File: src/hw/croc_bus_pkg.sv
// ------------------------------------------------------------------------
// Bus widths, address map and target indices for the bus domain.
// Single 32-bit word bus, no IDs and no grant. The SRAM and control
// regions must not overlap. Anything outside them goes to the error target.
// ------------------------------------------------------------------------
`default_nettype none

package croc_bus_pkg;

  typedef logic [31:0] addr_t;
  typedef logic [31:0] data_t;
  typedef logic [3:0]  strb_t;
  typedef logic [8:0]  sram_addr_t;
  typedef logic [1:0]  target_idx_t;

  // ------------------------------------------------------------------------
  // Address map
  // ------------------------------------------------------------------------
  localparam addr_t       SramBaseAddr  = 32'h1000_0000;
  localparam int unsigned SramNumWords  = 512;
  localparam addr_t       SramSizeBytes = 32'd2048;

  localparam addr_t       CtrlBaseAddr  = 32'h0300_0000;
  localparam addr_t       CtrlSizeBytes = 32'h0000_1000;

  // Target indices, code 3 is unused
  localparam target_idx_t TargetSram  = 2'd0;
  localparam target_idx_t TargetCtrl  = 2'd1;
  localparam target_idx_t TargetError = 2'd2;

  // Request edge to rvalid
  localparam int unsigned ReadLatency = 2;

endpackage

`default_nettype wire

File: src/hw/bus_cut.sv
// ------------------------------------------------------------------------
// Register cut between the decoder and the targets.
// Adds exactly one cycle. There is no back-pressure, so the stage takes
// a new request every cycle. Payload holds its value while req_i is low.
// ------------------------------------------------------------------------
`timescale 1ns/10ps
`default_nettype none

module bus_cut import croc_bus_pkg::*; (
  input  logic        clk_i,
  input  logic        rst_i,

  input  logic        req_i,
  input  logic        we_i,
  input  strb_t       be_i,
  input  data_t       wdata_i,
  input  addr_t       offset_i,
  input  target_idx_t target_i,

  output logic        req_o,
  output logic        we_o,
  output strb_t       be_o,
  output data_t       wdata_o,
  output addr_t       offset_o,
  output target_idx_t target_o
);

  // Request strobe
  always_ff @(posedge clk_i) begin
    if (rst_i) begin
      req_o <= 1'b0;
    end else begin
      req_o <= req_i;
    end
  end

  // Payload
  always_ff @(posedge clk_i) begin
    if (req_i) begin
      we_o     <= we_i;
      be_o     <= be_i;
      wdata_o  <= wdata_i;
      offset_o <= offset_i;
      target_o <= target_i;
    end
  end

endmodule

`default_nettype wire

File: config.mk
export PLATFORM = sky130hd
export DESIGN_NAME = bus_cut
export DESIGN_NICKNAME = d
export VERILOG_FILES = /design/src/hw/croc_bus_pkg.sv /design/src/hw/bus_cut.sv
export SDC_FILE = /design/constraint.sdc
export NUM_CORES = 1
export LEC_CHECK = 0
export BUFFER_PORTS_ARGS = -buffer_cell sky130_fd_sc_hd__buf_4
export CAP_MARGIN = 5
export CORE_MARGIN = 3
export CORE_UTILIZATION = 40
export DETAILED_ROUTE_END_ITERATION = 16
export GPL_TIMING_DRIVEN = 0
export PLACE_DENSITY = 0.77
export SYNTH_ARGS = -nofsm -noshare
export SYNTH_HDL_FRONTEND = slang
export SYNTH_SLANG_ARGS = --single-unit
File: constraint.sdc
create_clock -name clk_i -period 0.8 [get_ports clk_i]
set_input_delay 0.04 -clock clk_i [delete_from_list [all_inputs] [get_ports clk_i]]
set_output_delay 0.04 -clock clk_i [all_outputs]
set_load 0.005 [all_outputs]
==> results of run 1 <==
==> placed cells by master (no fill, tap or decap), drive strengths merged <==
master       count
dlygate4sd3     72
nor2b            1
clkbuf           9
bufinv           3
buf            145
dfxtp            1
edfxtp          71
clkinv           3
clkinvlp         1
==> routing by layer <==
metal	part of all wire	GRT usage	vias to the layer above
met1	0.30	0.204	819
met4	0.013	0.119	0
li1	-	-	749
met3	0.076	0.0756	10
met5	0	0	-
met2	0.62	0.446	82
==> area by class of cell <==
class                           count  area (sq um)
Timing Repair Buffer              217          1930
Tap cell                           70          87.6
Sequential cell                    72          2150
Fill cell                         232           751
Clock buffer                        9           124
Multi-Input combinational cell      1          13.8
Clock inverter                      7           110
==> synth_stat cells <==
cell type,number
edfxtp_1,71
dfxtp_1,1
nor2b_4,1
==> state kept, by name, indices dropped and copies added, names as in the netlist <==
| signal | cells |
|---|---|
| offset_o | 32 |
| we_o | 1 |
| wdata_o | 32 |
| target_o | 2 |
| be_o | 4 |
| req_o | 1 |
==> power by group <==
group	internal [mW]	switching, mW	leakage (nW)
Clock	2.05	1.32	0.114
Combinational	0.853	0.375	1.05
Sequential	4.48	0.124	0.703
==> repair_timing <==
action	CTS	global route
resized for setup	3	31
setup endpoints to repair	72	104
gates cloned	0	0
endpoints found under the hold margin	72	0
hold buffers	72	0
==> kinds of logic (layout without fill, tap and decap cells) <==
| family | Yosys count | in the layout | share of synthesized area |
|---|---|---|---|
| flops | 72 | 72 | 0.994 |
| simple gates | 1 | 1 | 0.00635 |
| buf+inv | 0 | 233 | 0 |
==> worst min-delay path by stage <==
stage	startpoint	end	cells past startpoint
floorplan	rst_i	req_o	1
global placement	rst_i	req_o	2
detailed placement	rst_i	req_o	2
CTS	req_i	wdata_o[1]	1
global route	req_i	offset_o[30]	1
finish	req_i	offset_o[30]	1
==> metrics by stage <==
step / total power [mW] / hold slack (ns) / instance area, sq um
after CTS: 9.05 / 0.348 / 4310
after floorplan: 4.68 / 0.104 / 2170
final: 9.19 / 0.192 / 4420
after global placement: 5.44 / 0.211 / 3340
after global routing: 9.52 / 0.226 / 4420
after detailed placement: 5.47 / 0.212 / 3340
==> run_results.csv, run 1 <==
group,metric,value,unit
status,outcome,"complete, but fails checks",
status,violations,"negative setup slack",
synthesis,synth.net_count,147,
global_route,overflow,0,
drt,drt-vias-per-instance,4.41,
synthesis,ys_ff_latch,72,
place,hpwl,3.64,mm
global_route,grt_pass1_vias,1901,
critical_path,path_depth,1,
die,dieArea,6330,sq um
die,core-area,5170,sq um
die,die_y,79.6,microns
flow_run,cap_violations,0,
synthesis,synth.top_cell.area_share,0.984,
critical_path,crit_path_cell_trace,"buf_6",
critical_path,crit_type,"reg2out",
timing,slew_viol_final,0,
timing,fin_ws,-0.136,ns
place,dp.cells,288,
cts,clk_pin_slew,0.08,ns
drt,drc,0,
power_and_ir_drop,ir_drop,1.43,mV
layout,nNetsFinal,375,
place,post-place-ws,-0.307,ns
synthesis,ys_warn_count,0,
synthesis,synth_top_area_cell,"edfxtp_1",
cts,ctsRootBufferMaster,"clkbuf_8",
power_and_ir_drop,power-per-cell-area,2080,nW/um^2
die,start_util,0.419,
timing,fin_crit_sh,1.17,
synthesis,synth_cell_type_count,3,
timing,fmax,1070,MHz
cts,tritoncts,"done",
timing,fin_setup_tns,-6.84,ns
drt,wl_per_cell,19.3,microns
critical_path,cp-end-kind,"primary output",
cts,clockBufferDepth,2,
layout,areaGrowthSynthToFinish,104,%
synthesis,netlist_instances,73,
global_route,grtUsageTotal,0.229,
cts,post-cts-setup-buffers,0,
die,placementRows,26,
critical_path,cp_top_family,"flip-flops",
timing,relSlewSlack,0.584,
synthesis,ys_seq_area_frac,0.994,
global_route,antenna_found_initial,0,
global_route,grt_pass1_wl,10.1,mm
drt,detail-route-antenna-nets,0,
cts,numCtsBuffers,9,
critical_path,worstPathArrival,0.90,ns
drt,firstDrtPassIters,4,
timing,setup_viol,72,
critical_path,critical-path-max-stage-delay,0.42,ns
layout,finalNonFillerCells,376,
layout,antennaDiodeCount,0,
global_route,grt_max_degree,73,
hold_path,min_path_type,"in2reg",
timing,min_period,0.936,ns
critical_path,required,0.76,ns
timing,rsz0062_at_grt,"true",
critical_path,crit_buf_inv,1,
critical_path,crit_fanout,1,
power_and_ir_drop,p_leak,1.86,nW
synthesis,syn_area_per_cell,29.7,sq um
drt,vias,1660,
timing,final-hold-violation-count,0,
critical_path,cp_slowest_cell,"edfxtp_1",
critical_path,crit_end,"offset_o[12]",
place,numPortBuffers,145,
synthesis,synth.area.top_cells,"edfxtp_1 (98%), dfxtp_1 (0.92%), nor2b_4 (0.64%)",
synthesis,syn_area,2170,sq um
cts,clock_sinks,72,
layout,fin_util,0.855,
critical_path,critPathLaunch,"offset_o[12]",
drt,drt-initial-drc-count,87,
die,ios,146,
cts,htree_num_levels,3,
critical_path,critPathLaunchType,"flip-flop",
layout,layout-drive-gt1-share,0.526,
drt,routed_wl,7.25,mm
die,die_x,79.6,microns
place,routabilityCongestion,0.711,
timing,worst_pin_slew,0.624,ns
Note: power is estimated with default switching activity, not from simulation.
==> run 2, diff against run 1 <==
--- a/config.mk
+++ b/config.mk
@@ -7,6 +7,7 @@
 export LEC_CHECK = 0
 export BUFFER_PORTS_ARGS = -buffer_cell sky130_fd_sc_hd__buf_4
 export CAP_MARGIN = 5
+export CORE_ASPECT_RATIO = 1.75
 export CORE_MARGIN = 3
 export CORE_UTILIZATION = 40
 export DETAILED_ROUTE_END_ITERATION = 16
==> run_results.csv, run 2 (synthesis results as in run 1) <==
group,metric,value,unit
timing,relSlewSlack,0.576,
cts,clock_sinks,72,
drt,drc,0,
drt,dr.max_layer_used,"met4",
layout,finalNonFillerCells,360,
hold_path,whs_endpoint,"offset_o[1]",
global_route,grt_max_degree,73,
layout,areaGrowthSynthToFinish,103,%
critical_path,worstPathArrival,0.90,ns
cts,numCtsBuffers,9,
drt,detail-route-antenna-nets,0,
critical_path,cp-end-kind,"primary output",
drt,drt-initial-drc-count,36,
critical_path,required,0.76,ns
place,place_area,3320,sq um
place,dp.cells,272,
power_and_ir_drop,power-per-cell-area,2070,nW/um^2
critical_path,critPathLaunchType,"flip-flop",
global_route,grtUsageTotal,0.207,
critical_path,critPathLaunch,"wdata_o[8]",
layout,nNetsFinal,375,
drt,wl_per_cell,18.4,microns
cts,ctsRootBufferMaster,"clkbuf_8",
power_and_ir_drop,ir_drop,2.14,mV
status,violations,"negative setup slack",
cts,clockBufferDepth,2,
critical_path,cp_top_family,"flip-flops",
hold_path,hold_start,"req_i",
timing,slew_viol_final,0,
global_route,grt_pass1_wl,9.01,mm
timing,fin_ws,-0.135,ns
timing,final-hold-violation-count,0,
timing,fin_crit_sh,1.17,
global_route,overflow,0,
drt,wl_met2,3.89,mm
cts,clk_pin_slew,0.08,ns
die,ios,146,
critical_path,crit_path_cell_trace,"buf_6",
power_and_ir_drop,power.total,9.10,mW
layout,fillers,240,
flow_run,cap_violations,0,
drt,vias,1644,
layout,final_common_cell,"buf_4",
die,start_util,0.424,
die,die_y,103,microns
global_route,antenna_found_initial,0,
status,outcome,"complete, but fails checks",
layout,antennaDiodeCount,0,
timing,setup_viol,71,
layout,layout-drive-gt1-share,0.533,
drt,met3_length,427,microns
cts,tritoncts,"done",
layout,layout_common_cells,"buf_4 (113), dlygate4sd3_1 (72), edfxtp_1 (71)",
place,numPortBuffers,145,
layout,layout.cell_area.non_filler,4400,sq um
layout,fin_util,0.863,
hold_path,hold_depth,1,
timing,fmax,1070,MHz
die,die_x,61.6,microns
die,dieArea,6370,sq um
timing,worst_pin_slew,0.637,ns
timing,min_period,0.935,ns
critical_path,critical-path-max-stage-delay,0.43,ns
die,placementRows,34,
timing,rsz0062_at_grt,"true",
global_route,grt_pass1_vias,1871,
drt,drt-met1-wl,2.06,mm
critical_path,crit_type,"reg2out",
critical_path,cp_slowest_cell,"edfxtp_1",
drt,firstDrtPassIters,4,
critical_path,crit_buf_inv,1,
layout,top_regs,"offset_o: 32 flops, wdata_o: 32 flops, be_o: 4 flops",
power_and_ir_drop,p_leak,1.86,nW
place,routabilityCongestion,0.625,
die,core-area,5100,sq um
hold_path,min_path_type,"in2reg",
critical_path,crit_fanout,1,
drt,routed_wl,6.63,mm
drt,drt-vias-per-instance,4.57,
cts,htree_num_levels,3,
==> run 2: layout make-up <==
cell class,count,area (sq um),share of cell area
flip-flops and latches,72,2150,0.489
repair buffers,217,1930,0.438
clock buffers,12,165,0.0375
clock inverters,4,75.1,0.0170
well taps,54,67.6,0.0153
multi-input cells,1,13.8,0.00313
==> run 2: power by group <==
| part | switching, mW | internal [mW] | leakage (nW) |
|---|---|---|---|
| logic | 0.368 | 0.850 | 1.04 |
| registers | 0.119 | 4.48 | 0.703 |
| clock network | 1.27 | 2.01 | 0.115 |
==> run 2: what timing repair did <==
item / 4_1_cts / 5_1_grt
setup endpoints to repair: 72 / 144
pin swaps: 0 / 0
hold buffers: 72 / 0
hold endpoints to repair: 72 / 0
setup buffers: 0 / 0
resized for setup: 8 / 25
==> run 2: worst max path at each step <==
stage                  endpoint  cells past startpoint
finish               wdata_o[8]                      1
global route        offset_o[7]                      1
CTS                  wdata_o[5]                      1
detailed placement      be_o[1]                      1
global placement    wdata_o[23]                      1
floorplan               be_o[0]                      0
==> run 2: layer usage <==
layer	GRT usage	vias up
met5	0	-
met4	0.127	0
met3	0.0571	18
met2	0.361	98
met1	0.207	777
li1	-	751
==> run 2: metrics by stage <==
step / setup WS (ns) / setup TNS (ns) / hold WS [ns]
floorplan: 0.405 / 0 / 0.104
global placement: -0.295 / -20.95 / 0.211
detailed placement: -0.325 / -23.12 / 0.213
CTS: -0.131 / -7.11 / 0.360
global route: -0.186 / -9.43 / 0.238
finish: -0.135 / -6.11 / 0.211
