`config.mk`:
```
export PLATFORM = sky130hd
export DESIGN_NAME = bus_responder
export DESIGN_NICKNAME = d
export VERILOG_FILES = /design/src/hw/croc_bus_pkg.sv /design/src/hw/croc_ctrl_pkg.sv /design/src/hw/bus_responder.sv
export SDC_FILE = /design/constraint.sdc
export NUM_CORES = 1
export LEC_CHECK = 0
export BUFFER_PORTS_ARGS = -buffer_cell sky130_fd_sc_hd__buf_2
export CAP_MARGIN = 20
export CELL_PAD_IN_SITES_DETAIL_PLACEMENT = 0
export CELL_PAD_IN_SITES_GLOBAL_PLACEMENT = 1
export CORE_MARGIN = 4
export CORE_UTILIZATION = 17
export CTS_CLUSTER_DIAMETER = 80
export DETAILED_ROUTE_END_ITERATION = 8
export GPL_TIMING_DRIVEN = 0
export PLACE_DENSITY = 0.85
export SETUP_SLACK_MARGIN = 0.3
export SKIP_CTS_REPAIR_TIMING = 1
export SLEW_MARGIN = 20
export SYNTH_ARGS = -nofsm -noshare
export SYNTH_HDL_FRONTEND = slang
export SYNTH_SLANG_ARGS = --single-unit
```
`constraint.sdc`:
```
create_clock -name clk_i -period 1.15 [get_ports clk_i]
set_clock_uncertainty 0.1 [all_clocks]
set_input_delay 0.23 -clock clk_i [delete_from_list [all_inputs] [get_ports clk_i]]
set_output_delay 0.23 -clock clk_i [all_outputs]
set_load 0.02 [all_outputs]
```
`src/hw/croc_bus_pkg.sv`:
```
// ------------------------------------------------------------------------
// Bus widths, address map and target indices for the bus domain.
// Single 32-bit word bus, no IDs and no grant. The SRAM and control
// regions must not overlap. Anything outside them goes to the error target.
// ------------------------------------------------------------------------
`default_nettype none

package croc_bus_pkg;

  typedef logic [31:0] addr_t;
  typedef logic [31:0] data_t;
  typedef logic [3:0]  strb_t;
  typedef logic [8:0]  sram_addr_t;
  typedef logic [1:0]  target_idx_t;

  // ------------------------------------------------------------------------
  // Address map
  // ------------------------------------------------------------------------
  localparam addr_t       SramBaseAddr  = 32'h1000_0000;
  localparam int unsigned SramNumWords  = 512;
  localparam addr_t       SramSizeBytes = 32'd2048;

  localparam addr_t       CtrlBaseAddr  = 32'h0300_0000;
  localparam addr_t       CtrlSizeBytes = 32'h0000_1000;

  // Target indices, code 3 is unused
  localparam target_idx_t TargetSram  = 2'd0;
  localparam target_idx_t TargetCtrl  = 2'd1;
  localparam target_idx_t TargetError = 2'd2;

  // Request edge to rvalid
  localparam int unsigned ReadLatency = 2;

endpackage

`default_nettype wire

```
`src/hw/croc_ctrl_pkg.sv`:
```
// ------------------------------------------------------------------------
// SoC control register map and error subordinate response.
// Offsets are byte offsets inside the 4 KiB control region. Only two
// registers exist; other offsets read as zero and ignore writes.
// ------------------------------------------------------------------------
`default_nettype none

package croc_ctrl_pkg;

  typedef logic [11:0] ctrl_off_t;

  // Register offsets
  localparam ctrl_off_t CtrlFetchEnOff  = 12'h000;
  localparam ctrl_off_t CtrlBootAddrOff = 12'h004;

  // Boot from the start of SRAM
  localparam logic [31:0] BootAddrReset = 32'h1000_0000;

  // Returned on any access to an unmapped address
  localparam logic [31:0] ErrRspData = 32'hBADC_AB1E;

endpackage

`default_nettype wire

```
`src/hw/bus_responder.sv`:
```
// ------------------------------------------------------------------------
// Error subordinate and response merge.
// Tracks the target of each cut request for one cycle and forms a single
// response stream. Reads return target data, writes return zero.
// Any access to the error target returns ErrRspData with err set.
// ------------------------------------------------------------------------
`timescale 1ns/10ps
`default_nettype none

module bus_responder import croc_bus_pkg::*, croc_ctrl_pkg::*; (
  input  logic        clk_i,
  input  logic        rst_i,

  input  logic        req_i,
  input  logic        we_i,
  input  target_idx_t target_i,
  input  data_t       sram_rdata_i,
  input  data_t       ctrl_rdata_i,

  output logic        rvalid_o,
  output data_t       rdata_o,
  output logic        err_o
);

  logic        rvalid_q;
  logic        we_q;
  target_idx_t target_q;

  always_ff @(posedge clk_i) begin
    if (rst_i) begin
      rvalid_q <= 1'b0;
    end else begin
      rvalid_q <= req_i;
    end
  end

  always_ff @(posedge clk_i) begin
    if (req_i) begin
      we_q     <= we_i;
      target_q <= target_i;
    end
  end

  // ------------------------------------------------------------------------
  // Response merge
  // ------------------------------------------------------------------------
  always_comb begin
    case (target_q)
      TargetSram: rdata_o = we_q ? '0 : sram_rdata_i;
      TargetCtrl: rdata_o = we_q ? '0 : ctrl_rdata_i;
      // Error subordinate, same answer for reads and writes
      default:    rdata_o = ErrRspData;
    endcase
  end

  assign rvalid_o = rvalid_q;
  assign err_o    = rvalid_q && (target_q == TargetError);

  // Code 3 would fall into the error branch without err set
  assert property (@(posedge clk_i) disable iff (rst_i)
                   req_i |-> (target_i != 2'b11))
    else $error("cut request carries the unused target code");

endmodule

`default_nettype wire

```
==> flow_summary.yaml, run 1 <==
critical_path:
  critPathMaxFanout: 10
  worstSetupStartpointType: "flop"
  cpPeakStageDelay_ns: 0.33
  critPathKind: "reg -> out"
  crit_arrival_ns: 1.37
  crit_slowest_cell: "edfxtp_1"
  critical_path_required_ns: 0.82
  worstSetupEndpointType: "output port"
  crit_chain: "buf_6 > buf_12 > mux2i_2 > o21bai_4 > buf_2"
logic_synthesis:
  yosys_register_bits: 4
  synth_nets: 151
  syn_area_um2: 737
  syn_inst: 81
  synth.distinct_cells: 13
  yosysSeqAreaShare_pct: 14.9
  syn_avg_cell_area_um2: 9.10
  yosys_warnings: 0
sta:
  worstMarginPinSlew_ns: 0.330
  finalSetupViolations: 33
  setup_slack_ns: -0.547
  hold_viol: 0
  max_slew_margin_pct: 78.0
  fin_crit_sh_pct: 148
  rsz0062_at_grt: "true"
  slew_violations: 0
  period_minus_slack_ns: 1.70
  fmax_mhz: 589
cells_and_area:
  diodes: 0
  final_net_count: 263
  drive_above_1_share_pct: 92.2
  areaGrowthSynthToFinish_pct: 176
  final_cell_area_um2: 2040
  final_core_util_pct: 49.8
die:
  start_util_pct: 18.0
  core-area_um2: 4090
  die_w_um: 73.8
  die_y_um: 73.8
  dieArea_um2: 5450
  top_level_ports: 104
  fp-row-count: 23
worst_hold_path:
  hp-start: "rst_i"
  min_path_cells: 2
  min_to: "rvalid_o"
  hold_path.class: "in -> reg"
detailed_routing:
  wl_met2_um: 2250
  route.detailed.drc: 0
  routed_via_density: 4.33
  drt-wirelength-per-cell_um: 15.4
  met1_length_um: 1230
  top_layer: "met4"
  wl_met3_um: 224
  dr.pass1.iters: 3
  num_vias: 1047
  drt_iter0_drc: 21
  routed_wl_um: 3730
  ant_nets: 0
grt:
  antenna_found_initial: 0
  grt_pass1_vias: 1032
  grt_max_degree: 11
  gr-usage-all-layers_pct: 10.5
  grt_pass1_wl_um: 4560
  overflow: 0
placed_design:
  placed_cell_area_um2: 1600
  place.gp.congestion: 0.661
  port-buffer-count: 103
  dpl.hpwl_um: 2630
pwr:
  leakagePower_nw: 0.893
  p_sw_share_pct: 37.9
  pwr-share-clk_pct: 20.6
  ir_worst_vdd_mv: 0.692
  pwr-share-comb_pct: 68.3
  p_int_uw: 972
  netSwitchingPower_uw: 593
  p_seq_share_pct: 11.1
  powerDensity_nw_per_um2: 768
cts:
  cts_tree: "yes"
  cts.sinks: 4
  cts-root-buf: "clkbuf_8"
  cts_buffers: 3
  clk_pin_slew_ns: 0.03
  cts.path.max_buffers: 2
  cts_max_level: 1
outcome:
  status: "complete, but fails checks"
  failed_checks: "negative setup slack"
run:
  maxCapViolations: 0
==> power groups by stage <==
stage	logic, mW	registers (mW)	clock network, mW
after global routing	1.13	0.175	0.350
after CTS	0.821	0.173	0.336
final	1.07	0.174	0.322
after detailed placement	0.818	0.175	0
after global placement	0.813	0.174	0
after floorplan	0.562	0.177	0
==> per-stage QoR <==
stage	setup slack (ns)	power, mW	setup TNS, ns	cells	hold WS [ns]
final	-0.547	1.56	-16.57	242	0.0558
after global routing	-0.612	1.65	-18.54	242	0.0553
after CTS	-0.613	1.33	-17.77	238	0.0560
after detailed placement	-0.358	0.993	-9.51	234	0.288
after global placement	-0.355	0.988	-9.25	234	0.289
after floorplan	-0.177	0.738	-4.84	81	0.202
==> logic make-up (layout without fill, tap and decap cells) <==
family	Yosys count	count (layout)	share of synthesized area, %
compound gates	19	19	19.4
buf+inv	9	120	12.9
flops	4	4	14.9
mux	32	32	43.5
simple gates	17	17	9.34
==> final cells by class <==
cell class,instances,area (µm²)
Sequential cell,4,111
Clock buffer,4,45.0
Multi-Input combinational cell,68,983
Tap cell,50,62.6
Timing Repair Buffer,107,712
Buffer,9,121
Fill cell,381,2050
==> how the worst max path moves through the flow <==
stage                     slack, ns         from           to  depth (start not counted)
after floorplan               -0.18  target_q[0]  rdata_o[11]                          4
after global placement        -0.36  target_q[0]  rdata_o[14]                          5
final                         -0.55  target_q[0]  rdata_o[15]                          5
after global routing          -0.61  target_q[0]  rdata_o[20]                          5
after detailed placement      -0.36  target_q[0]  rdata_o[14]                          5
after CTS                     -0.61  target_q[0]  rdata_o[14]                          5
==> flip-flops by register name (all words and copies together) (netlist names) <==
name	flops
target_q	2
rvalid_o	1
we_q	1
==> cells in the final DEF, fill, tap and decap left out, drive strengths merged <==
cell type / Yosys / final
mux2i: 32 / 32
nor2b: 1 / 1
o21bai: 19 / 19
nor2: 14 / 14
buf: 7 / 111
clkbuf: 2 / 9
or2: 1 / 1
dfxtp: 1 / 1
edfxtp: 3 / 3
nand2: 1 / 1
==> cell usage after synthesis <==
| cell | n | area share (%) |
|---|---|---|
| buf_6 | 2 | 3.1 |
| buf_12 | 2 | 5.4 |
| or2_1 | 1 | 0.85 |
| clkbuf_1 | 2 | 1.0 |
| nor2b_1 | 1 | 0.85 |
| nor2_1 | 14 | 7.1 |
| buf_8 | 1 | 2.0 |
| nand2_1 | 1 | 0.51 |
| dfxtp_1 | 1 | 2.7 |
| buf_2 | 2 | 1.4 |
| edfxtp_1 | 3 | 12 |
| mux2i_1 | 32 | 43 |
| o21bai_1 | 19 | 19 |
==> critical path: cells and delay by family, from the launching register on <==
| kind | cells | cell delay, ns |
|---|---|---|
| buffers and inverters | 3 | 0.48 |
| DFF | 1 | 0.33 |
| muxes | 1 | 0.27 |
| AOI/OAI and AO/OA | 1 | 0.06 |
==> metal layers <==
metal,GRT usage (%),up-vias
li1,-,516
met1,12.4,484
met2,19.5,45
met3,1.23,2
met4,3.02,0
met5,0,-
Note: power is estimated with default switching activity, not from simulation.
==> run 2, diff against run 1 <==
--- a/config.mk
+++ b/config.mk
@@ -15,6 +15,7 @@
 export DETAILED_ROUTE_END_ITERATION = 8
 export GPL_TIMING_DRIVEN = 0
 export PLACE_DENSITY = 0.85
+export REMOVE_ABC_BUFFERS = 1
 export SETUP_SLACK_MARGIN = 0.3
 export SKIP_CTS_REPAIR_TIMING = 1
 export SLEW_MARGIN = 20
==> flow_summary.yaml, run 2 (synthesized netlist as in run 1, its figures left out) <==
sta:
  max_slew_margin_pct: 79.9
  worstMarginPinSlew_ns: 0.302
  fin_crit_sh_pct: 149
  slew_violations: 0
  setup_slack_ns: -0.562
  finalSetupViolations: 33
  worst_hold_slack_ns: 0.0813
  hold_viol: 0
  fmax_mhz: 584
  period_minus_slack_ns: 1.71
  rsz0062_at_grt: "true"
detailed_routing:
  drt-wirelength-per-cell_um: 14.2
  route.detailed.drc: 0
  ant_nets: 0
  drt_iter0_drc: 10
  dr.pass1.iters: 3
  num_vias: 1064
  routed_via_density: 4.33
  routed_wl_um: 3500
cells_and_area:
  final_net_count: 267
  final_cell_area_um2: 1520
  largest_register_ffs: 2
  fill_cells: 421
  mostFrequentLayoutCells: "buf_2, buf_4, mux2i_1"
  final_common_cell: "buf_2"
  areaGrowthSynthToFinish_pct: 107
  regMostFlops: "target_q"
  final_core_util_pct: 37.3
  drive_above_1_share_pct: 65.3
  diodes: 0
  stdcell_count: 246
grt:
  grt_pass1_wl_um: 4080
  grt_max_degree: 22
  gr-usage-all-layers_pct: 9.62
  grt_pass1_vias: 972
  antenna_found_initial: 0
  overflow: 0
cts:
  cts.sinks: 4
  clk_pin_slew_ns: 0.04
  cts-root-buf: "clkbuf_8"
  cts.path.max_buffers: 2
  cts_buffers: 3
  cts_tree: "yes"
  cts_max_level: 1
placed_design:
  port-buffer-count: 103
  dpl.hpwl_um: 2250
  place_inst: 227
  placed_cell_area_um2: 1250
  place.gp.congestion: 0.611
critical_path:
  critical_path_required_ns: 0.82
  worstSetupStartpointType: "flop"
  worstSetupEndpointType: "output port"
  crit_arrival_ns: 1.38
  critPathMaxFanout: 7
  critPathKind: "reg -> out"
pwr:
  leakagePower_nw: 0.868
  ir_worst_vdd_mv: 0.553
  powerDensity_nw_per_um2: 819
  total_power_mw: 1.25
die:
  die_y_um: 73.8
  dieArea_um2: 5450
  core-area_um2: 4090
  die_w_um: 73.8
  top_level_ports: 104
  fp-row-count: 23
  start_util_pct: 18.0
outcome:
  status: "complete, but fails checks"
  failed_checks: "negative setup slack"
run:
  maxCapViolations: 0
worst_hold_path:
  hold_path.class: "in -> reg"
## run 2: layout make-up
cell class,instances,area [µm²],share of cell area [%]
well taps,50,62.6,4.11
repair buffers,119,753,49.5
clock buffers,4,45.0,2.96
multi-input cells,69,551,36.2
flip-flops and latches,4,111,7.31
## run 2: final timing paths
path	start	to	cells after the start
hold / removal	target_i[0]	target_q[0]	1
setup / recovery	we_q	rdata_o[30]	3
## run 2: per-layer routing
layer | global-route usage [%] | up-vias | routed length [µm]
met2 | 17.8 | 76 | 1770
met3 | 1.92 | 5 | 416
met1 | 10.1 | 462 | 1260
met4 | 4.83 | 0 | 47
met5 | 0 | - | 0
li1 | - | 521 | -
## run 2: per-stage QoR
| stage | setup TNS, ns | setup slack (ns) |
|---|---|---|
| finish | -16.65 | -0.562 |
| global route | -18.68 | -0.618 |
| CTS | -28.07 | -0.930 |
| detailed placement | -20.06 | -0.687 |
| global placement | -42.47 | -1.36 |
| floorplan | -31.83 | -0.994 |
## run 2: critical path, cell delays in order, from the launching register on
cell      delay (ns)
edfxtp_1        0.51
or2_4           0.35
nor2_1          0.14
buf_4           0.16
## run 2: power by group
part	total [mW]	switching (mW)	internal (mW)	leakage, nW
combinational	0.734	0.351	0.383	0.807
sequential	0.186	0.0169	0.169	0.0380
clock	0.328	0.0896	0.238	0.0228
