===== config.mk =====
export PLATFORM = sky130hd
export DESIGN_NAME = bus_decoder
export DESIGN_NICKNAME = d
export VERILOG_FILES = /design/src/hw/croc_bus_pkg.sv /design/src/hw/bus_decoder.sv
export SDC_FILE = /design/constraint.sdc
export NUM_CORES = 1
export LEC_CHECK = 0
export BUFFER_PORTS_ARGS = -buffer_cell sky130_fd_sc_hd__buf_4
export CORE_UTILIZATION = 39
export DETAILED_ROUTE_END_ITERATION = 6
export PLACE_DENSITY = 0.95
export SYNTH_ARGS = -nofsm -noshare
export SYNTH_HDL_FRONTEND = slang
export SYNTH_SLANG_ARGS = --single-unit
export TNS_END_PERCENT = 10

===== constraint.sdc =====
create_clock -name vclk -period 3.75
set_clock_uncertainty 0.2 [all_clocks]
set_input_delay 0.375 -clock vclk [all_inputs]
set_output_delay 0.375 -clock vclk [all_outputs]
set_load 0.02 [all_outputs]

===== src/hw/croc_bus_pkg.sv =====
// ------------------------------------------------------------------------
// Bus widths, address map and target indices for the bus domain.
// Single 32-bit word bus, no IDs and no grant. The SRAM and control
// regions must not overlap. Anything outside them goes to the error target.
// ------------------------------------------------------------------------
`default_nettype none

package croc_bus_pkg;

  typedef logic [31:0] addr_t;
  typedef logic [31:0] data_t;
  typedef logic [3:0]  strb_t;
  typedef logic [8:0]  sram_addr_t;
  typedef logic [1:0]  target_idx_t;

  // ------------------------------------------------------------------------
  // Address map
  // ------------------------------------------------------------------------
  localparam addr_t       SramBaseAddr  = 32'h1000_0000;
  localparam int unsigned SramNumWords  = 512;
  localparam addr_t       SramSizeBytes = 32'd2048;

  localparam addr_t       CtrlBaseAddr  = 32'h0300_0000;
  localparam addr_t       CtrlSizeBytes = 32'h0000_1000;

  // Target indices, code 3 is unused
  localparam target_idx_t TargetSram  = 2'd0;
  localparam target_idx_t TargetCtrl  = 2'd1;
  localparam target_idx_t TargetError = 2'd2;

  // Request edge to rvalid
  localparam int unsigned ReadLatency = 2;

endpackage

`default_nettype wire


===== src/hw/bus_decoder.sv =====
// ------------------------------------------------------------------------
// Combinational address decoder.
// Compares the byte address against the SRAM and control ranges and
// returns the target index with the offset from the matched base.
// Unmatched addresses select the error target.
// ------------------------------------------------------------------------
`timescale 1ns/10ps
`default_nettype none

module bus_decoder import croc_bus_pkg::*; (
  input  addr_t       addr_i,
  output target_idx_t target_o,
  output addr_t       offset_o
);

  logic sram_hit;
  logic ctrl_hit;

  assign sram_hit = (addr_i >= SramBaseAddr) &&
                    (addr_i < (SramBaseAddr + SramSizeBytes));
  assign ctrl_hit = (addr_i >= CtrlBaseAddr) &&
                    (addr_i < (CtrlBaseAddr + CtrlSizeBytes));

  always_comb begin
    target_o = TargetError;
    // Error target sees the raw address
    offset_o = addr_i;
    if (sram_hit) begin
      target_o = TargetSram;
      offset_o = addr_i - SramBaseAddr;
    end else if (ctrl_hit) begin
      target_o = TargetCtrl;
      offset_o = addr_i - CtrlBaseAddr;
    end
  end

endmodule

`default_nettype wire


==> results.toml, run 1 <==
[synth]
synth_top_area_share_pct = 31.2
syn_area_um2 = 578
synth_fp_nets = 116
yosys.area.top_type = "buf_4"
syn_inst = 78
yosys-top-cells-area = "buf_4 (31%), ha_1 (13%), nand4_1 (4.3%), inv_1 (3.9%), o211ai_1 (3.9%)"
ys_warn_count = 0
yosysUniqueCellTypes = 27
yosysSeqAreaShare_pct = 0
avgSynthCellArea_um2 = 7.41

[clocking]
cts_hold_buf = 0
cts.repair.resized = 0
postCtsSetupBuffers = 0

[route]
drt_iter0_markers = 18
via_count = 731
route.detailed.drc = 0
finalWirelength_um = 1790
viasPerCell = 5.46
drtPass1Iterations = 4
antenna_left = 0
wire_per_inst_um = 13.4

[finish]
clock_buffers = 0
seq_area_um2 = 0
final_util_pct = 68.1
nets = 159
antenna_cells = 0
fin_cells = 134
drive_gt1_share_pct = 62.2
area_growth_pct = 57.1
seq_cell_count = 0

[run_status]
outcome = "finished, final reports clean"

[floorplan]
placementRows = 13
core_area_um2 = 1330
dieArea_um2 = 1640
dieWidth_um = 40.5
ios = 66
dieHeight_um = 40.5
start_util_pct = 43.3

[sta]
setup_viol = 0
tns_ns = 0
tightest_slew_ns = 0.387
rsz0062_at_grt = "false"
relSlewSlack_pct = 74.0
period_needed_ns = 2.78
hold_viol_final = 0
finalMaxSlewViolations = 0
period_share_pct = 74.0
holdWs_ns = 0.757
max_freq_ghz = 0.360

[power_and_ir_drop]
p_clk_share_pct = 0
ir_drop_uv = 64.6
seqPwrFrac_pct = 0
powerDensity_nw_per_um2 = 121
intPower_uw = 54.2
total_power_uw = 110
p_sw_uw = 55.6
p_comb_share_pct = 100.0
power.leakage_nw = 0.470
sw_frac_of_total_pct = 50.6

[worst_setup_path]
cp_max_fo = 5
cp.arrival_ns = 2.20
end_kind = "output port"
worstPathRequired_ns = 3.17
cp-start-kind = "primary input"
path_class = "primary input to output port"
cp-startpoint = "addr_i[29]"

[placement]
place.gp.congestion = 0.893
placed_cells_incl_taps = 134
portBuffers = 66
post-dp-hpwl_um = 1560

[global_routing]
grt_overflow = 0
grt.total_usage_pct = 21.4
antenna_found_initial = 0
grt_first_pass_wirelength_um = 2490
grt_pass1_vias = 632
grt_max_degree = 7

[worst_hold_path]
hp-start = "addr_i[1]"
hold_path_class = "primary input to output port"

[run]
cap_violations = 0
-- layer usage --
| layer | share of wire (%) | global-route usage [%] |
|---|---|---|
| met2 | 50 | 44.8 |
| met3 | 15 | 0 |
| met4 | 0.78 | 5.00 |
| met1 | 34 | 22.8 |
| met5 | 0 | 0 |
-- worst paths after layout --
path | endpoint | slack [ns] | cells after the start
min | offset_o[1] | 0.76 | 2
max | offset_o[25] | 0.97 | 9
-- Yosys cell counts --
cell	count
buf_4	24
ha_1	6
inv_1	6
nor2_1	5
nand4_1	4
nand2_1	3
nor4_1	3
o211ai_1	3
a21o_1	2
and2_1	2
nor3b_1	2
or4_4	2
xnor2_1	2
a2111o_1	1
a21oi_1	1
a21oi_2	1
a41o_2	1
and3_1	1
and4_1	1
clkbuf_1	1
mux2_4	1
nor2_4	1
nor3_1	1
nor4_2	1
o21ai_0	1
o21ai_2	1
o41ai_1	1
-- worst max-delay path, cell delays in order --
cell and delay, ns:
buf_4 0.13, inv_1 0.10, ha_1 0.15, nor3b_1 0.30
o41ai_1 0.14, a41o_2 0.28, a21oi_2 0.25, mux2_4 0.32
buf_4 0.15
-- power by group through the flow --
stage / Clock, mW / Combinational (mW) / Sequential, mW
detailed placement: 0 / 0.109 / 0
floorplan: 0 / 0.0628 / 0
CTS: 0 / 0.110 / 0
finish: 0 / 0.110 / 0
global placement: 0 / 0.107 / 0
global route: 0 / 0.117 / 0
-- logic make-up after synthesis --
kind of cell    Yosys count  share of synthesized area [%]
simple gates             26                           29.0
buf+inv                  31                           35.7
fa+ha+maj                 6                           13.0
compound gates           12                           16.7
xor+xnor                  2                           3.03
mux                       1                           2.60
-- cell type report --
cell class         instances  area (um2)
repair buffers            66         495
well taps                 15        18.8
multi-input cells         47         372
inverters                  6        22.5
fillers                  123         425
-- stage by stage --
| stage | area, um2 | worst slack [ns] |
|---|---|---|
| 2_1_floorplan | 578 | 1.43 |
| 3_3_place_gp | 908 | 1.15 |
| 3_5_place_dp | 908 | 1.02 |
| 4_1_cts | 908 | 1.02 |
| 5_1_grt | 908 | 0.841 |
| 6_report | 908 | 0.975 |
-- layout by cell type (no fill, tap or decap), types with 2 or more instances in the layout --
master | Yosys | final
o211ai_1 | 3 | 3
xnor2_1 | 2 | 2
nor3b_1 | 2 | 2
inv_1 | 6 | 6
nor4_1 | 3 | 3
or4_4 | 2 | 2
nor2_1 | 5 | 5
nand2_1 | 3 | 3
buf_4 | 24 | 66
ha_1 | 6 | 6
and2_1 | 2 | 2
a21o_1 | 2 | 2
nand4_1 | 4 | 4
Note: power is estimated with default switching activity, not from simulation.
==> run 2: changes to the inputs <==
--- a/config.mk
+++ b/config.mk
@@ -5,6 +5,7 @@
 export SDC_FILE = /design/constraint.sdc
 export NUM_CORES = 1
 export LEC_CHECK = 0
+export ABC_AREA = 1
 export BUFFER_PORTS_ARGS = -buffer_cell sky130_fd_sc_hd__buf_4
 export CORE_UTILIZATION = 39
 export DETAILED_ROUTE_END_ITERATION = 6
==> constraint.sdc (replaced) <==
create_clock -name vclk -period 2.77
set_clock_uncertainty 0.2 [all_clocks]
set_input_delay 0.277 -clock vclk [all_inputs]
set_output_delay 0.277 -clock vclk [all_outputs]
set_load 0.02 [all_outputs]
==> run 2 against run 1 <==
Against the previous run: the run now ends with design-rule violations left; die area is 16% higher; routed wire length grew 5.4%; power up 50%; utilization down 3.4 points; hold slack worse by 0.20 ns; sequential cell count unchanged; setup slack got worse by 0.36 ns; cell count increased by 40%; final area rose by 11%; count of clock-buffer cells in the layout is the same; largest power group unchanged.
==> results.toml, run 2 <==
[worst_setup_path]
worstPathRequired_ns = 2.29
path_class = "primary input to output port"
end_kind = "output port"
cp.arrival_ns = 1.68
cp-startpoint = "addr_i[28]"
cp-start-kind = "primary input"
endpoint = "offset_o[24]"
cp_max_fo = 5

[run_status]
outcome = "finished, violations left"
violations = "design-rule violations"

[finish]
drive_gt1_share_pct = 40.9
antenna_cells = 0
clock_buffers = 0
seq_area_um2 = 0
seq_cell_count = 0
layout_commonest_cell = "buf_4"
area_growth_pct = 49.0
fin_cells = 187
nets = 211
final_util_pct = 64.7
final_cell_mix = "buf_4 (66), nand2_1 (37), nor2_1 (23)"

[global_routing]
grt_overflow = 0
grt.total_usage_pct = 18.4
grt_max_degree = 10
grt_first_pass_wirelength_um = 2800
grt_pass1_vias = 734
antenna_found_initial = 0

[route]
drt_iter0_markers = 13
antenna_left = 0
wire_per_inst_um = 10.1
finalWirelength_um = 1890
route.detailed.drc = 8
viasPerCell = 4.74
drtPass1Iterations = 7
via_count = 887

[synth]
syn_area_um2 = 677
yosys.area.top_type = "buf_4"
syn_inst = 130
yosysSeqAreaShare_pct = 0
synth_fp_nets = 168
ys_warn_count = 0
yosysUniqueCellTypes = 17
synth_top_area_share_pct = 26.6
synth_most_common_cell = "nand2_1"
avgSynthCellArea_um2 = 5.21
synth_common_cells = "nand2_1 (37), buf_4 (24), nor2_1 (23), inv_1 (18), ha_1 (6)"
yosys-top-cells-area = "buf_4 (27%), nand2_1 (21%), nor2_1 (13%), ha_1 (11%), inv_1 (10%)"

[sta]
tightest_slew_ns = 0.190
period_needed_ns = 2.16
tns_ns = 0
max_freq_ghz = 0.464
setup_viol = 0
finalMaxSlewViolations = 0
period_share_pct = 77.8
rsz0062_at_grt = "false"
relSlewSlack_pct = 87.3
hold_viol_final = 0

[placement]
portBuffers = 66
place.gp.congestion = 0.876
post-dp-hpwl_um = 1710
placed_cells_incl_taps = 187

[floorplan]
dieWidth_um = 43.7
placementRows = 14
start_util_pct = 43.4
ios = 66
dieArea_um2 = 1910
dieHeight_um = 43.7
core_area_um2 = 1560

[power_and_ir_drop]
powerDensity_nw_per_um2 = 163
ir_drop_uv = 84.0
power.leakage_nw = 0.612

[run]
cap_violations = 0

[clocking]
postCtsSetupBuffers = 0
cts_hold_buf = 0
cts.repair.resized = 0

[worst_hold_path]
hold_path_class = "primary input to output port"
## run 2: power breakdown
| part | switching, mW | internal, mW |
|---|---|---|
| combinational | 0.0870 | 0.0777 |
| sequential | 0 | 0 |
| clock | 0 | 0 |
| total | 0.0870 | 0.0777 |
## run 2: critical path, stage by stage
cell	delay [ns]
buf_4	0.12
inv_1	0.12
ha_1	0.22
nand2_1	0.07
nor3_1	0.18
nand2_1	0.11
nand3_1	0.10
inv_1	0.08
nand2_1	0.13
nand2_1	0.06
nand2_1	0.05
buf_4	0.13
## run 2: through the flow
stage | cell area, um2 | setup slack (ns) | hold WS (ns) | power [mW]
floorplan | 677 | 0.872 | 0.467 | 0.0991
global placement | 1010 | 0.680 | 0.561 | 0.163
detailed placement | 1010 | 0.630 | 0.561 | 0.165
CTS | 1010 | 0.627 | 0.561 | 0.166
global route | 1010 | 0.462 | 0.563 | 0.177
finish | 1010 | 0.614 | 0.561 | 0.165
## run 2: worst min path at each step
stage                     from  cells past startpoint            to  slack [ns]
finish              addr_i[15]                      2  offset_o[15]        0.56
global route        addr_i[15]                      2  offset_o[15]        0.56
CTS                 addr_i[15]                      2  offset_o[15]        0.56
detailed placement  addr_i[15]                      2  offset_o[15]        0.56
global placement     addr_i[9]                      2   offset_o[9]        0.56
floorplan            addr_i[0]                      1   offset_o[0]        0.47
## run 2: cell families (layout without fill, tap and decap cells)
family | Yosys count | count (layout) | share of synthesized area, %
AO/OA/AOI/OAI | 7 | 7 | 6.47
adder cells (fa/ha/maj) | 6 | 6 | 11.1
buffers and inverters | 43 | 84 | 37.2
AND/OR/NAND/NOR | 74 | 74 | 45.3
## run 2: area by class of cell
cell class / count / area, um2
inverters: 18 / 67.6
fillers: 164 / 551
repair buffers: 66 / 495
well taps: 16 / 20.0
multi-input cells: 87 / 425
## run 2: per-layer routing
metal / global-route usage, % / wire length (um) / vias up
li1: - / - / 455
met1: 18.5 / 655 / 375
met5: 0 / 0 / -
met4: 0 / 15 / 0
met2: 40.9 / 992 / 53
met3: 1.67 / 224 / 4
==> run 3: changes to the inputs <==
--- a/config.mk
+++ b/config.mk
@@ -5,9 +5,9 @@
 export SDC_FILE = /design/constraint.sdc
 export NUM_CORES = 1
 export LEC_CHECK = 0
-export ABC_AREA = 1
+export ABC_AREA = 0
 export BUFFER_PORTS_ARGS = -buffer_cell sky130_fd_sc_hd__buf_4
-export CORE_UTILIZATION = 39
+export CORE_UTILIZATION = 36
 export DETAILED_ROUTE_END_ITERATION = 6
 export PLACE_DENSITY = 0.95
 export SYNTH_ARGS = -nofsm -noshare
==> constraint.sdc (replaced) <==
create_clock -name vclk -period 2.3
set_clock_uncertainty 0.2 [all_clocks]
set_input_delay 0.23 -clock vclk [all_inputs]
set_output_delay 0.23 -clock vclk [all_outputs]
set_load 0.02 [all_outputs]
==> run 3 against run 2 <==
Against the previous run: the run ends with negative setup slack left; power rose by 11%; utilization fell by 1.6 points; setup slack got worse by 0.63 ns; via count fell by 19%; die area fell by 7.2%; routed wire length fell by 3.7%; cell count fell by 27%; first-iteration DRC count fell by 38%; count of clock-buffer cells in the layout did not move; sequential share of layout area did not move; hold slack got worse by 0.093 ns; sequential cell count did not move; largest cell class unchanged.
==> results.toml, run 3 (synthesis results as in run 1) <==
[run_status]
outcome = "finished, violations left"
violations = "negative setup slack"

[placement]
pre_cts_slack_ns = 0.00778
portBuffers = 66
place.gp.congestion = 0.977
placed_cells_incl_taps = 137
post-dp-hpwl_um = 1590

[power_and_ir_drop]
total_power_uw = 183
power.leakage_nw = 0.486
powerDensity_nw_per_um2 = 192
ir_drop_uv = 94.9

[route]
drt_iter0_markers = 8
viasPerCell = 5.26
wire_per_inst_um = 13.3
drtPass1Iterations = 4
finalWirelength_um = 1820
via_count = 720
antenna_left = 0
route.detailed.drc = 0

[finish]
seq_cell_count = 0
final_cell_mix = "buf_4 (68), inv_1 (5), nor2_1 (5), ha_1 (5), nand4_1 (4)"
clock_buffers = 0
area_growth_pct = 64.5
drive_gt1_share_pct = 66.9
fin_cells = 137
final_util_pct = 63.1
antenna_cells = 0
nets = 161
layout_commonest_cell = "buf_4"
seq_area_um2 = 0

[global_routing]
grt_overflow = 0
grt_pass1_vias = 636
antenna_found_initial = 0
grt_max_degree = 7
grt_first_pass_wirelength_um = 2570
grt.total_usage_pct = 17.7

[worst_setup_path]
cp.arrival_ns = 1.89
cp_max_fo = 4
cp-start-kind = "primary input"
path_class = "primary input to output port"
worstPathRequired_ns = 1.87
end_kind = "output port"

[floorplan]
core_area_um2 = 1510
start_util_pct = 38.4
dieWidth_um = 42.1
ios = 66
placementRows = 14
dieArea_um2 = 1770
dieHeight_um = 42.1

[sta]
hold_viol_final = 0
rsz0062_at_grt = "true"
max_freq_ghz = 0.432
setup_ws_ns = -0.0172
tightest_slew_ns = 0.380
tns_ns = -0.0175
period_needed_ns = 2.32
finalMaxSlewViolations = 0
period_share_pct = 101
setup_viol = 2
relSlewSlack_pct = 74.5

[worst_hold_path]
hold_path_class = "primary input to output port"

[run]
cap_violations = 0

[clocking]
cts_hold_buf = 0
## run 3: final cells by class
type,instances,area (um2)
multi-input cells,47,398
inverters,6,22.5
well taps,16,20.0
fillers,134,556
repair buffers,68,510
## run 3: layer usage
layer  global-route usage (%)  wire [um]  up-vias
met4                     1.25          0        0
li1                         -          -      342
met3                        0        116        0
met2                     40.6       1100       39
met1                     17.7        604      339
met5                        0          0        -
## run 3: final timing paths
check | start | endpoint | cells past startpoint
hold / removal | addr_i[11] | offset_o[11] | 2
setup / recovery | addr_i[24] | offset_o[27] | 10
## run 3: timing repair
item | in CTS | in global routing
gates resized for setup | 0 | 6
setup endpoints to repair | 0 | 7
setup buffers | 0 | 0
## run 3: metrics by stage
step | cell area [um2] | hold slack, ns
finish | 951 | 0.468
floorplan | 578 | 0.373
global placement | 925 | 0.467
CTS | 925 | 0.469
detailed placement | 925 | 0.468
global route | 951 | 0.472
## run 3: power breakdown
| part | switching, mW | internal [mW] |
|---|---|---|
| clock network | 0 | 0 |
| logic | 0.0926 | 0.0902 |
| registers | 0 | 0 |
## run 3: worst max-delay path, cell delays in order
cell     delay, ns
buf_4         0.12
inv_1         0.13
ha_1          0.22
inv_1         0.07
o41ai_2       0.36
a41o_2        0.20
a21oi_2       0.08
buf_4         0.15
a21o_1        0.17
buf_4         0.15
