[src/hw/croc_ctrl_pkg.sv]
// ------------------------------------------------------------------------
// SoC control register map and error subordinate response.
// Offsets are byte offsets inside the 4 KiB control region. Only two
// registers exist; other offsets read as zero and ignore writes.
// ------------------------------------------------------------------------
`default_nettype none

package croc_ctrl_pkg;

  typedef logic [11:0] ctrl_off_t;

  // Register offsets
  localparam ctrl_off_t CtrlFetchEnOff  = 12'h000;
  localparam ctrl_off_t CtrlBootAddrOff = 12'h004;

  // Boot from the start of SRAM
  localparam logic [31:0] BootAddrReset = 32'h1000_0000;

  // Returned on any access to an unmapped address
  localparam logic [31:0] ErrRspData = 32'hBADC_AB1E;

endpackage

`default_nettype wire

[src/hw/soc_ctrl_regs.sv]
// ------------------------------------------------------------------------
// SoC control registers: fetch enable (bit 0) and boot address.
// Writes are full word, byte enables are not used. Unknown offsets read
// as zero. A write shows on the outputs one cycle after en_i.
// fetch_enable_o also follows fetch_en_i without a register.
// ------------------------------------------------------------------------
`timescale 1ns/10ps
`default_nettype none

module soc_ctrl_regs import croc_ctrl_pkg::*; (
  input  logic        clk_i,
  input  logic        rst_i,

  input  logic        en_i,
  input  logic        we_i,
  input  ctrl_off_t   offset_i,
  input  logic [31:0] wdata_i,
  input  logic        fetch_en_i,

  output logic [31:0] rdata_o,
  output logic        fetch_enable_o,
  output logic [31:0] boot_addr_o
);

  logic        fetch_en_q;
  logic [31:0] boot_addr_q;
  logic [31:0] rdata_d;

  // ------------------------------------------------------------------------
  // Register write
  // ------------------------------------------------------------------------
  always_ff @(posedge clk_i) begin
    if (rst_i) begin
      fetch_en_q  <= 1'b0;
      boot_addr_q <= BootAddrReset;
    end else if (en_i && we_i) begin
      if (offset_i == CtrlFetchEnOff) begin
        fetch_en_q <= wdata_i[0];
      end
      if (offset_i == CtrlBootAddrOff) begin
        boot_addr_q <= wdata_i;
      end
    end
  end

  // ------------------------------------------------------------------------
  // Read mux
  // ------------------------------------------------------------------------
  always_comb begin
    rdata_d = '0;
    case (offset_i)
      CtrlFetchEnOff:  rdata_d = {31'b0, fetch_en_q};
      CtrlBootAddrOff: rdata_d = boot_addr_q;
      default:         rdata_d = '0;
    endcase
  end

  always_ff @(posedge clk_i) begin
    if (en_i) begin
      rdata_o <= rdata_d;
    end
  end

  // External pin can force fetching on
  assign fetch_enable_o = fetch_en_q | fetch_en_i;
  assign boot_addr_o    = boot_addr_q;

endmodule

`default_nettype wire

[config.mk]
export PLATFORM = sky130hd
export DESIGN_NAME = soc_ctrl_regs
export DESIGN_NICKNAME = d
export VERILOG_FILES = /design/src/hw/croc_ctrl_pkg.sv /design/src/hw/soc_ctrl_regs.sv
export SDC_FILE = /design/constraint.sdc
export NUM_CORES = 1
export LEC_CHECK = 0
export BUFFER_PORTS_ARGS = -buffer_cell sky130_fd_sc_hd__buf_4
export CAP_MARGIN = 5
export CORE_MARGIN = 2
export CORE_UTILIZATION = 30
export CTS_CLUSTER_DIAMETER = 100
export DETAILED_ROUTE_END_ITERATION = 8
export GPL_TIMING_DRIVEN = 1
export PLACE_DENSITY = 0.6
export SETUP_SLACK_MARGIN = 0.5
export SYNTH_ARGS = -nofsm -noshare
export SYNTH_HDL_FRONTEND = slang
export SYNTH_SLANG_ARGS = --single-unit
[constraint.sdc]
create_clock -name clk_i -period 1.48 [get_ports clk_i]
set_input_delay 0.296 -clock clk_i [delete_from_list [all_inputs] [get_ports clk_i]]
set_output_delay 0.296 -clock clk_i [all_outputs]
set_load 0.05 [all_outputs]
==> metrics.cfg, run 1 <==
[worst_setup_path]
worstReg2RegStart=fetch_en_q$_SDFFE_PP0P_
cp_max_fo=2
worstPathRequired_ps=1180
crit_start=fetch_en_q$_SDFFE_PP0P_
crit_path_end_kind=primary output
critPathLaunchType=register
critPathKind=register to primary output
worstPathArrival_ps=1030

[synth]
synth_area_mm2=0.00277
synth-xor-area-share_pct=0
synth_area_per_cell_um2=12.6
synth-compound-area-share_pct=0
synthAdderAreaFrac_pct=0
ys_ff_latch=65
synth_warnings=0
synth.area.mux_share_pct=12.3
synthesis.nets=269
synthSimpleGateAreaFrac_pct=25.1
synth_cell_types=18
synthCells=220
yosysSeqAreaShare_pct=58.5
synth_top_family_by_area=simple AND/OR/NAND/NOR gates

[run_status]
outcome=completed

[cells_and_area]
layout-drive-gt1-share_pct=62.2
area_growth_pct=79.0
diodes=0
nets=428

[floorplan]
std_cell_rows=35
dieArea_mm2=0.0100
die_h_um=100
die_width_um=100
coreArea_mm2=0.00911
initial_core_util_pct=30.4
io_pins=114

[global_route]
grt_pass1_wl_um=10900
grt_max_degree=66
track_usage_pct=14.3
grt_antenna_before_repair=0
first_global_vias=2211
grt-ovfl-total=0

[detailed_routing]
wire_per_inst_um=14.1
drc_errors=0
drt_iter0_drc=34
ant_nets=0
dr.pass1.iters=5
via_per_inst=4.32
routed_wirelength_um=6970
vias=2137

[timing]
min_period_over_period_pct=89.9
finalCriticalPeriod_ps=1330
skew_ps=9.36
worstMarginPinSlew_ps=459
rsz0062_at_grt=true
finalSetupViolCount=0
hold_slack_ps=215
max_freq_mhz=751
finalMaxSlewViolations=0
hold_viol=0
setup_tns_ps=0
slew_headroom_pct=69.4

[clock_tree]
htree_levels=3
root_buffer=clkbuf_8
ctsLongestPathBuffers=2
cts_tree=built
cts_num_sinks=65
cts_buffers=9
insertion_delay_ps=330
path_clk_slew_ps=80

[pwr]
power_uw=4170
power_leakage_uw=0.00206
peakVddDrop_mv=0.462
power_density_mw_per_mm2=841

[placement]
portBuffers=113
globalplace.congestion=0.638
dp_hpwl_um=4170

[min_path]
hold_class=input port to register
min_from=wdata_i[22]

[flow_run]
maxCapViolations=0

## synthesized netlist by cell type
| cell | instances | share of area [%] |
|---|---|---|
| mux2i_1 | 34 | 12 |
| nor2_1 | 3 | 0.41 |
| nand3_1 | 1 | 0.18 |
| buf_12 | 3 | 2.2 |
| clkbuf_1 | 7 | 0.95 |
| and3b_1 | 1 | 0.32 |
| nand4_1 | 1 | 0.23 |
| or2_2 | 1 | 0.23 |
| dfxtp_1 | 33 | 24 |
| and4_1 | 2 | 0.63 |
| nor3_1 | 1 | 0.18 |
| buf_6 | 1 | 0.41 |
| nor4_4 | 2 | 1.5 |
| buf_2 | 3 | 0.54 |
| edfxtp_1 | 32 | 35 |
| and2_1 | 31 | 7.0 |
| nand2b_1 | 63 | 14 |
| and3_1 | 1 | 0.23 |
## layout by cell type (no fill, tap or decap), types with 2 or more instances in the layout
cell type	instances
buf_4	76
buf_6	39
buf_16	4
edfxtp_1	32
bufinv_16	3
nand2b_1	63
and4_4	2
buf_12	7
buf_8	36
and2_4	23
dfxtp_4	3
nor4_4	2
and2_1	8
dfxtp_2	30
clkbuf_8	10
nor2_1	3
mux2i_1	34
## critical path, cell delays in order (launching register included)
cell,delay (ps)
dfxtp_2,330
or2_4,230
buf_8,150
## report_power, final
part	total, uW	internal [uW]	leakage, uW	switching (uW)
clock	1840	1160	0.000120	681
sequential	1920	1900	0.000613	14.7
combinational	408	198	0.00133	210
total	4170	3270	0.00206	905
## flip-flops by register name (all words and copies together), names as in the netlist
| name | flops |
|---|---|
| boot_addr_o | 32 |
| rdata_o | 32 |
| fetch_en_q | 1 |
## repair_timing
item	4_1_cts	5_1_grt
setup endpoints to repair	128	129
gates resized for setup	156	23
pin swaps	20	18
hold buffers	0	0
gates cloned	5	0
setup buffers	35	3
## cells by family (layout without fill, tap and decap cells)
logic type,count (synthesis),count (layout)
buffers and inverters,14,178
DFF,65,65
muxes,34,34
and+or+nand+nor,107,107
## per-stage QoR
step,util (%),setup slack [ps],cell area (um2),instances
after global placement,41.0,-23.8,3730,436
final,54.5,149,4960,495
after CTS,53.4,135,4870,492
after floorplan,-,158,2790,220
after global routing,54.5,111,4960,495
after detailed placement,41.0,-98.3,3730,436
## metal layers
metal	global-route usage [%]	vias to the layer above	share of wire (%)
met5	0	-	0
met4	4.43	0	0.90
met3	4.53	6	5.3
met2	23.3	72	49
met1	18.1	1004	44
li1	-	1055	-
## cell type report
type                            instances  area, um2
Fill cell                             822       4150
Clock buffer                           11        141
Tap cell                              111        139
Multi-Input combinational cell        141       1110
Timing Repair Buffer                  162       1800
Clock inverter                          5        103
Sequential cell                        65       1670
## worst paths after layout
| kind | end | slack, ps | depth (start not counted) |
|---|---|---|---|
| max | fetch_enable_o | 150 | 2 |
| min | boot_addr_o[22]$_SDFFE_PP0P_ | 210 | 3 |
| max reg2reg | rdata_o[0]$_DFFE_PP_ | 490 | 4 |
| min reg2reg | boot_addr_o[30]$_SDFFE_PP0P_ | 500 | 2 |
Power figures use the tool's default switching activity.
==> inputs of run 2 (changes only) <==
==> constraint.sdc (replaced) <==
create_clock -name clk_i -period 1.48 [get_ports clk_i]
set_input_delay 0.148 -clock clk_i [delete_from_list [all_inputs] [get_ports clk_i]]
set_output_delay 0.148 -clock clk_i [all_outputs]
set_load 0.05 [all_outputs]
==> metrics.cfg, run 2 (synthesized netlist as in run 1, its figures left out) <==
[pwr]
power_leakage_uw=0.00206  ; about the same
power_density_mw_per_mm2=745  ; -11%
seqPwrFrac_pct=52.4  ; +6.4 points
p_comb_share_pct=11.1  ; +1.3 points
power.share.clock_pct=36.5  ; -7.7 points
p_switching_uw=874  ; -3.5%
peakVddDrop_mv=0.358  ; -23%
p_int_uw=2800  ; -14%
switching_share_pct=23.8  ; +2.1 points

[worst_setup_path]
ff2ff_path_depth=3  ; -1
cp_max_fo=2  ; unchanged
critPathKind=register to primary output
crit_path_top_delay_cell=dfxtp_2
path_cells=or2_4 -> buf_8
critPathLaunchType=register
worstPathRequired_ps=1330  ; +150 ps
crit_path_end_kind=primary output
worstPathArrival_ps=1020  ; about the same
slowest_delay_ps=320  ; about the same

[floorplan]
std_cell_rows=35  ; unchanged
die_width_um=100  ; unchanged
io_pins=114  ; unchanged
dieArea_mm2=0.0100  ; unchanged
coreArea_mm2=0.00911  ; unchanged
die_h_um=100  ; unchanged
initial_core_util_pct=30.4  ; unchanged

[timing]
setup_tns_ps=0  ; unchanged
finalMaxSlewViolations=0  ; unchanged
min_period_over_period_pct=79.2  ; -11 points
rsz0062_at_grt=true
finalSetupViolCount=0  ; unchanged
setup_slack_ps=308  ; +159 ps
finalCriticalPeriod_ps=1170  ; -159 ps
hold_viol=0  ; unchanged
max_freq_mhz=853  ; +14%
worstMarginPinSlew_ps=472  ; +13.6 ps
skew_ps=7.11  ; -2.25 ps
slew_headroom_pct=68.5  ; -0.90 points

[clock_tree]
insertion_delay_ps=340  ; about the same
cts_tree=built
htree_levels=3  ; unchanged
ctsHoldBuffers=0  ; unchanged
cts_buffers=9  ; unchanged
cts_num_sinks=65  ; unchanged
root_buffer=clkbuf_8
path_clk_slew_ps=60  ; -20 ps
ctsLongestPathBuffers=2  ; unchanged

[detailed_routing]
drc_errors=0  ; unchanged
dr.pass1.iters=4  ; -1
vias=2183  ; +2.2%
ant_nets=0  ; unchanged
via_per_inst=4.37  ; +1.1%
drt_iter0_drc=31  ; -8.8%
wire_per_inst_um=14.4  ; +2.4%
routed_wirelength_um=7220  ; +3.5%

[global_route]
grt_antenna_before_repair=0  ; unchanged
grt_max_degree=66  ; unchanged
grt-ovfl-total=0  ; unchanged
grt_pass1_wl_um=11100  ; +1.9%
track_usage_pct=14.7  ; +0.45 points
first_global_vias=2239  ; +1.3%

[cells_and_area]
area_growth_pct=77.8
layout_commonest_cell=buf_4
final_cell_mix=buf_4, nand2b_1, buf_6
layout-drive-gt1-share_pct=63.2  ; +1.0 points
diodes=0  ; unchanged
nets=433  ; +1.2%
nFillCells=773  ; -6.0%

[placement]
portBuffers=113  ; unchanged
dp_hpwl_um=4050  ; -2.9%
post-place-ws_ps=35.9  ; +134 ps
globalplace.congestion=0.666  ; +4.4%

[min_path]
holdPathStages=3  ; unchanged
hold_class=input port to register

[flow_run]
maxCapViolations=0  ; unchanged

[run_status]
outcome=completed

## run 2: cell types whose count changed in the layout (fill, tap and decap cells not counted), moves of 2 or more
cell,previous run,this run
and2_1,8,5
and2_4,23,26
buf_12,7,4
buf_4,76,83
buf_6,39,41
buf_8,36,33
bufinv_16,3,0
dfxtp_2,30,32
dfxtp_4,3,1
## run 2: cell type report
class                           instances  area [um2]  share of cell area [%]
Timing Repair Buffer                  167        1820                    37.0
Sequential cell                        65        1670                    33.8
Multi-Input combinational cell        141        1120                    22.8
Clock buffer                           13         159                    3.22
Tap cell                              111         139                    2.82
Clock inverter                          3        16.3                   0.330
## run 2: critical path, delay by kind of cell, from the launching register on
family                 cells  cell delay [ps]
DFF                        1              320
and+or+nand+nor            1              230
buffers and inverters      1              150
## run 2: final timing paths
path,start,end,slack (ps)
worst max-delay path,fetch_en_q$_SDFFE_PP0P_,fetch_enable_o,310
worst max register to register,boot_addr_o[27]$_SDFFE_PP0P_,rdata_o[27]$_DFFE_PP_,510
worst min-delay path,wdata_i[29],boot_addr_o[29]$_SDFFE_PP0P_,70
worst min register to register,boot_addr_o[30]$_SDFFE_PP0P_,boot_addr_o[30]$_SDFFE_PP0P_,490
## run 2: repair_timing
action                                  4_1_cts  5_1_grt
pin swaps                                     7       25
cloned                                        5        1
buffers inserted                             35        9
endpoints found under the hold margin         0        0
endpoints found under the setup margin      126      128
resized for setup                           149       30
## run 2: per-stage QoR
stage | utilization [%] | std cells | hold WS [ps] | total power [uW] | cell area (um2)
2_1_floorplan | - | 220 | 260 | 2150 | 2780
3_3_place_gp | 40.8 | 434 | 406 | 2330 | 3710
3_5_place_dp | 40.8 | 434 | 425 | 2330 | 3710
4_1_cts | 52.0 | 490 | 50.5 | 3720 | 4740
5_1_grt | 54.1 | 500 | 58.4 | 3820 | 4930
6_report | 54.1 | 500 | 72.2 | 3670 | 4930
## run 2: power groups by stage
stage	registers, uW	clock network (uW)	logic, uW
finish	1920	1340	407
global route	1930	1470	428
CTS	1930	1390	405
detailed placement	1960	0	373
global placement	1960	0	371
floorplan	2070	0	73.1
## run 2: layer usage
metal	up-vias	track usage (%)	wire, um
li1	1069	-	-
met1	1035	18.0	3100
met2	73	24.5	3610
met3	6	5.15	446
met4	0	4.43	61
met5	-	0	0
==> inputs of run 3 (changes only) <==
Clock period 1.48 ns to 1.2 ns, I/O delays scaled along.
==> metrics.cfg, run 3 (synthesized netlist as in run 1, its figures left out) <==
[run_status]
outcome=completed

[timing]
hold_viol=0  ; unchanged
setup_tns_ps=0  ; unchanged
min_period_over_period_pct=95.4
finalMaxSlewViolations=0  ; unchanged
slew_headroom_pct=84.3  ; +16 points
finalCriticalPeriod_ps=1150
worstMarginPinSlew_ps=234  ; -238 ps
rsz0062_at_grt=true
max_freq_mhz=873
finalSetupViolCount=0  ; unchanged
skew_ps=9.79  ; +2.69 ps

[detailed_routing]
ant_nets=0  ; unchanged
vias=2159  ; -1.1%
dr.pass1.iters=4  ; unchanged
drc_errors=0  ; unchanged
wire_per_inst_um=15.0  ; +3.9%
drt_iter0_drc=33  ; +6.5%
routed_wirelength_um=7400  ; +2.6%
via_per_inst=4.37  ; +0.10%

[floorplan]
die_h_um=100  ; unchanged
std_cell_rows=35  ; unchanged
coreArea_mm2=0.00911  ; unchanged
initial_core_util_pct=30.4  ; unchanged
io_pins=114  ; unchanged
dieArea_mm2=0.0100  ; unchanged
die_width_um=100  ; unchanged

[clock_tree]
root_buffer=clkbuf_8
path_clk_slew_ps=70  ; about the same
cts_num_sinks=65  ; unchanged
insertion_delay_ps=330  ; about the same
cts_tree=built
cts_buffers=9  ; unchanged
ctsLongestPathBuffers=2  ; unchanged
htree_levels=3  ; unchanged

[cells_and_area]
final_cell_area_mm2=0.00494  ; +0.18%
layout_commonest_cell=buf_4
nets=427  ; -1.4%
area_growth_pct=78.1
final_cell_mix=buf_4, nand2b_1, buf_6
diodes=0  ; unchanged
layout-drive-gt1-share_pct=61.6  ; -1.6 points

[global_route]
grt-ovfl-total=0  ; unchanged
grt_pass1_wl_um=11500  ; +3.5%
track_usage_pct=15.2  ; +0.46 points
grt_max_degree=66  ; unchanged
first_global_vias=2219  ; -0.89%
grt_antenna_before_repair=0  ; unchanged

[min_path]
hold_class=input port to register

[worst_setup_path]
worstPathArrival_ps=1030  ; about the same
path_cells=or2_4 -> buf_8
critPathLaunchType=register
path_buf_inv=1  ; unchanged
path_delay_family=flip-flops
slowest_delay_ps=320  ; about the same
critPathKind=register to primary output
worstPathRequired_ps=1080  ; -250 ps
cp_max_fo=2  ; unchanged
crit_path_end_kind=primary output
crit_path_top_delay_cell=dfxtp_2

[placement]
dp_hpwl_um=4150  ; +2.5%
portBuffers=113  ; unchanged
place_area_mm2=0.00377  ; +1.4%
globalplace.congestion=0.675  ; +1.4%

[pwr]
power_leakage_uw=0.00204  ; -1.2%
peakVddDrop_mv=0.455  ; +27%
power_density_mw_per_mm2=908  ; +22%

[flow_run]
maxCapViolations=0  ; unchanged

==> run 3: where the power goes <==
group / switching, uW / leakage (uW) / internal (uW) / total [uW]
logic: 265 / 0.00134 / 254 / 519
clock network: 804 / 0.0000838 / 794 / 1600
registers: 17.4 / 0.000613 / 2350 / 2370
==> run 3: per-layer routing <==
metal	wire, um	global-route usage [%]	up-vias	share of wire (%)
li1	-	-	1060	-
met1	3200	18.6	1021	43
met2	3710	25.8	72	50
met3	423	4.81	6	5.7
met4	67	4.11	0	0.91
met5	0	0	-	0
==> run 3: path summary, 6_finish.rpt <==
| path | slack [ps] | end | start | cells after the start |
|---|---|---|---|---|
| setup reg to reg | 250 | rdata_o[7]$_DFFE_PP_ | boot_addr_o[7]$_SDFFE_PP0P_ | 3 |
| hold reg to reg | 490 | boot_addr_o[30]$_SDFFE_PP0P_ | boot_addr_o[30]$_SDFFE_PP0P_ | 2 |
| hold / removal | 40 | boot_addr_o[7]$_SDFFE_PP0P_ | wdata_i[7] | 3 |
| setup / recovery | 50 | fetch_enable_o | fetch_en_q$_SDFFE_PP0P_ | 2 |
==> run 3: what timing repair did <==
| item | 4_1_cts | 5_1_grt |
|---|---|---|
| endpoints found under the hold margin | 0 | 0 |
| cloned | 7 | 0 |
| pin swaps | 7 | 22 |
| endpoints found under the setup margin | 130 | 130 |
| resized for setup | 151 | 25 |
| hold buffers | 0 | 0 |
| buffers inserted | 32 | 2 |
==> run 3: worst register-to-register path, stage by stage, from the launching register on <==
cell and delay, ps:
dfxtp_2 330, buf_4 120, buf_4 120, and2_4 140
==> run 3: cell type report <==
type                            instances  area, um2
Clock buffer                           12        145
Clock inverter                          4       21.3
Fill cell                             779       4170
Multi-Input combinational cell        141       1110
Sequential cell                        65       1670
Tap cell                              111        139
Timing Repair Buffer                  161       1850
==> run 3: metrics by stage <==
step	hold WS, ps	utilization (%)	setup slack [ps]	power [uW]	std cells
CTS	26.9	53.2	34.5	4550	492
global route	25.8	54.2	14.0	4670	494
global placement	384	41.4	-148	2890	437
detailed placement	388	41.4	-215	2900	437
finish	42.0	54.2	54.6	4480	494
floorplan	232	-	54.3	2650	220
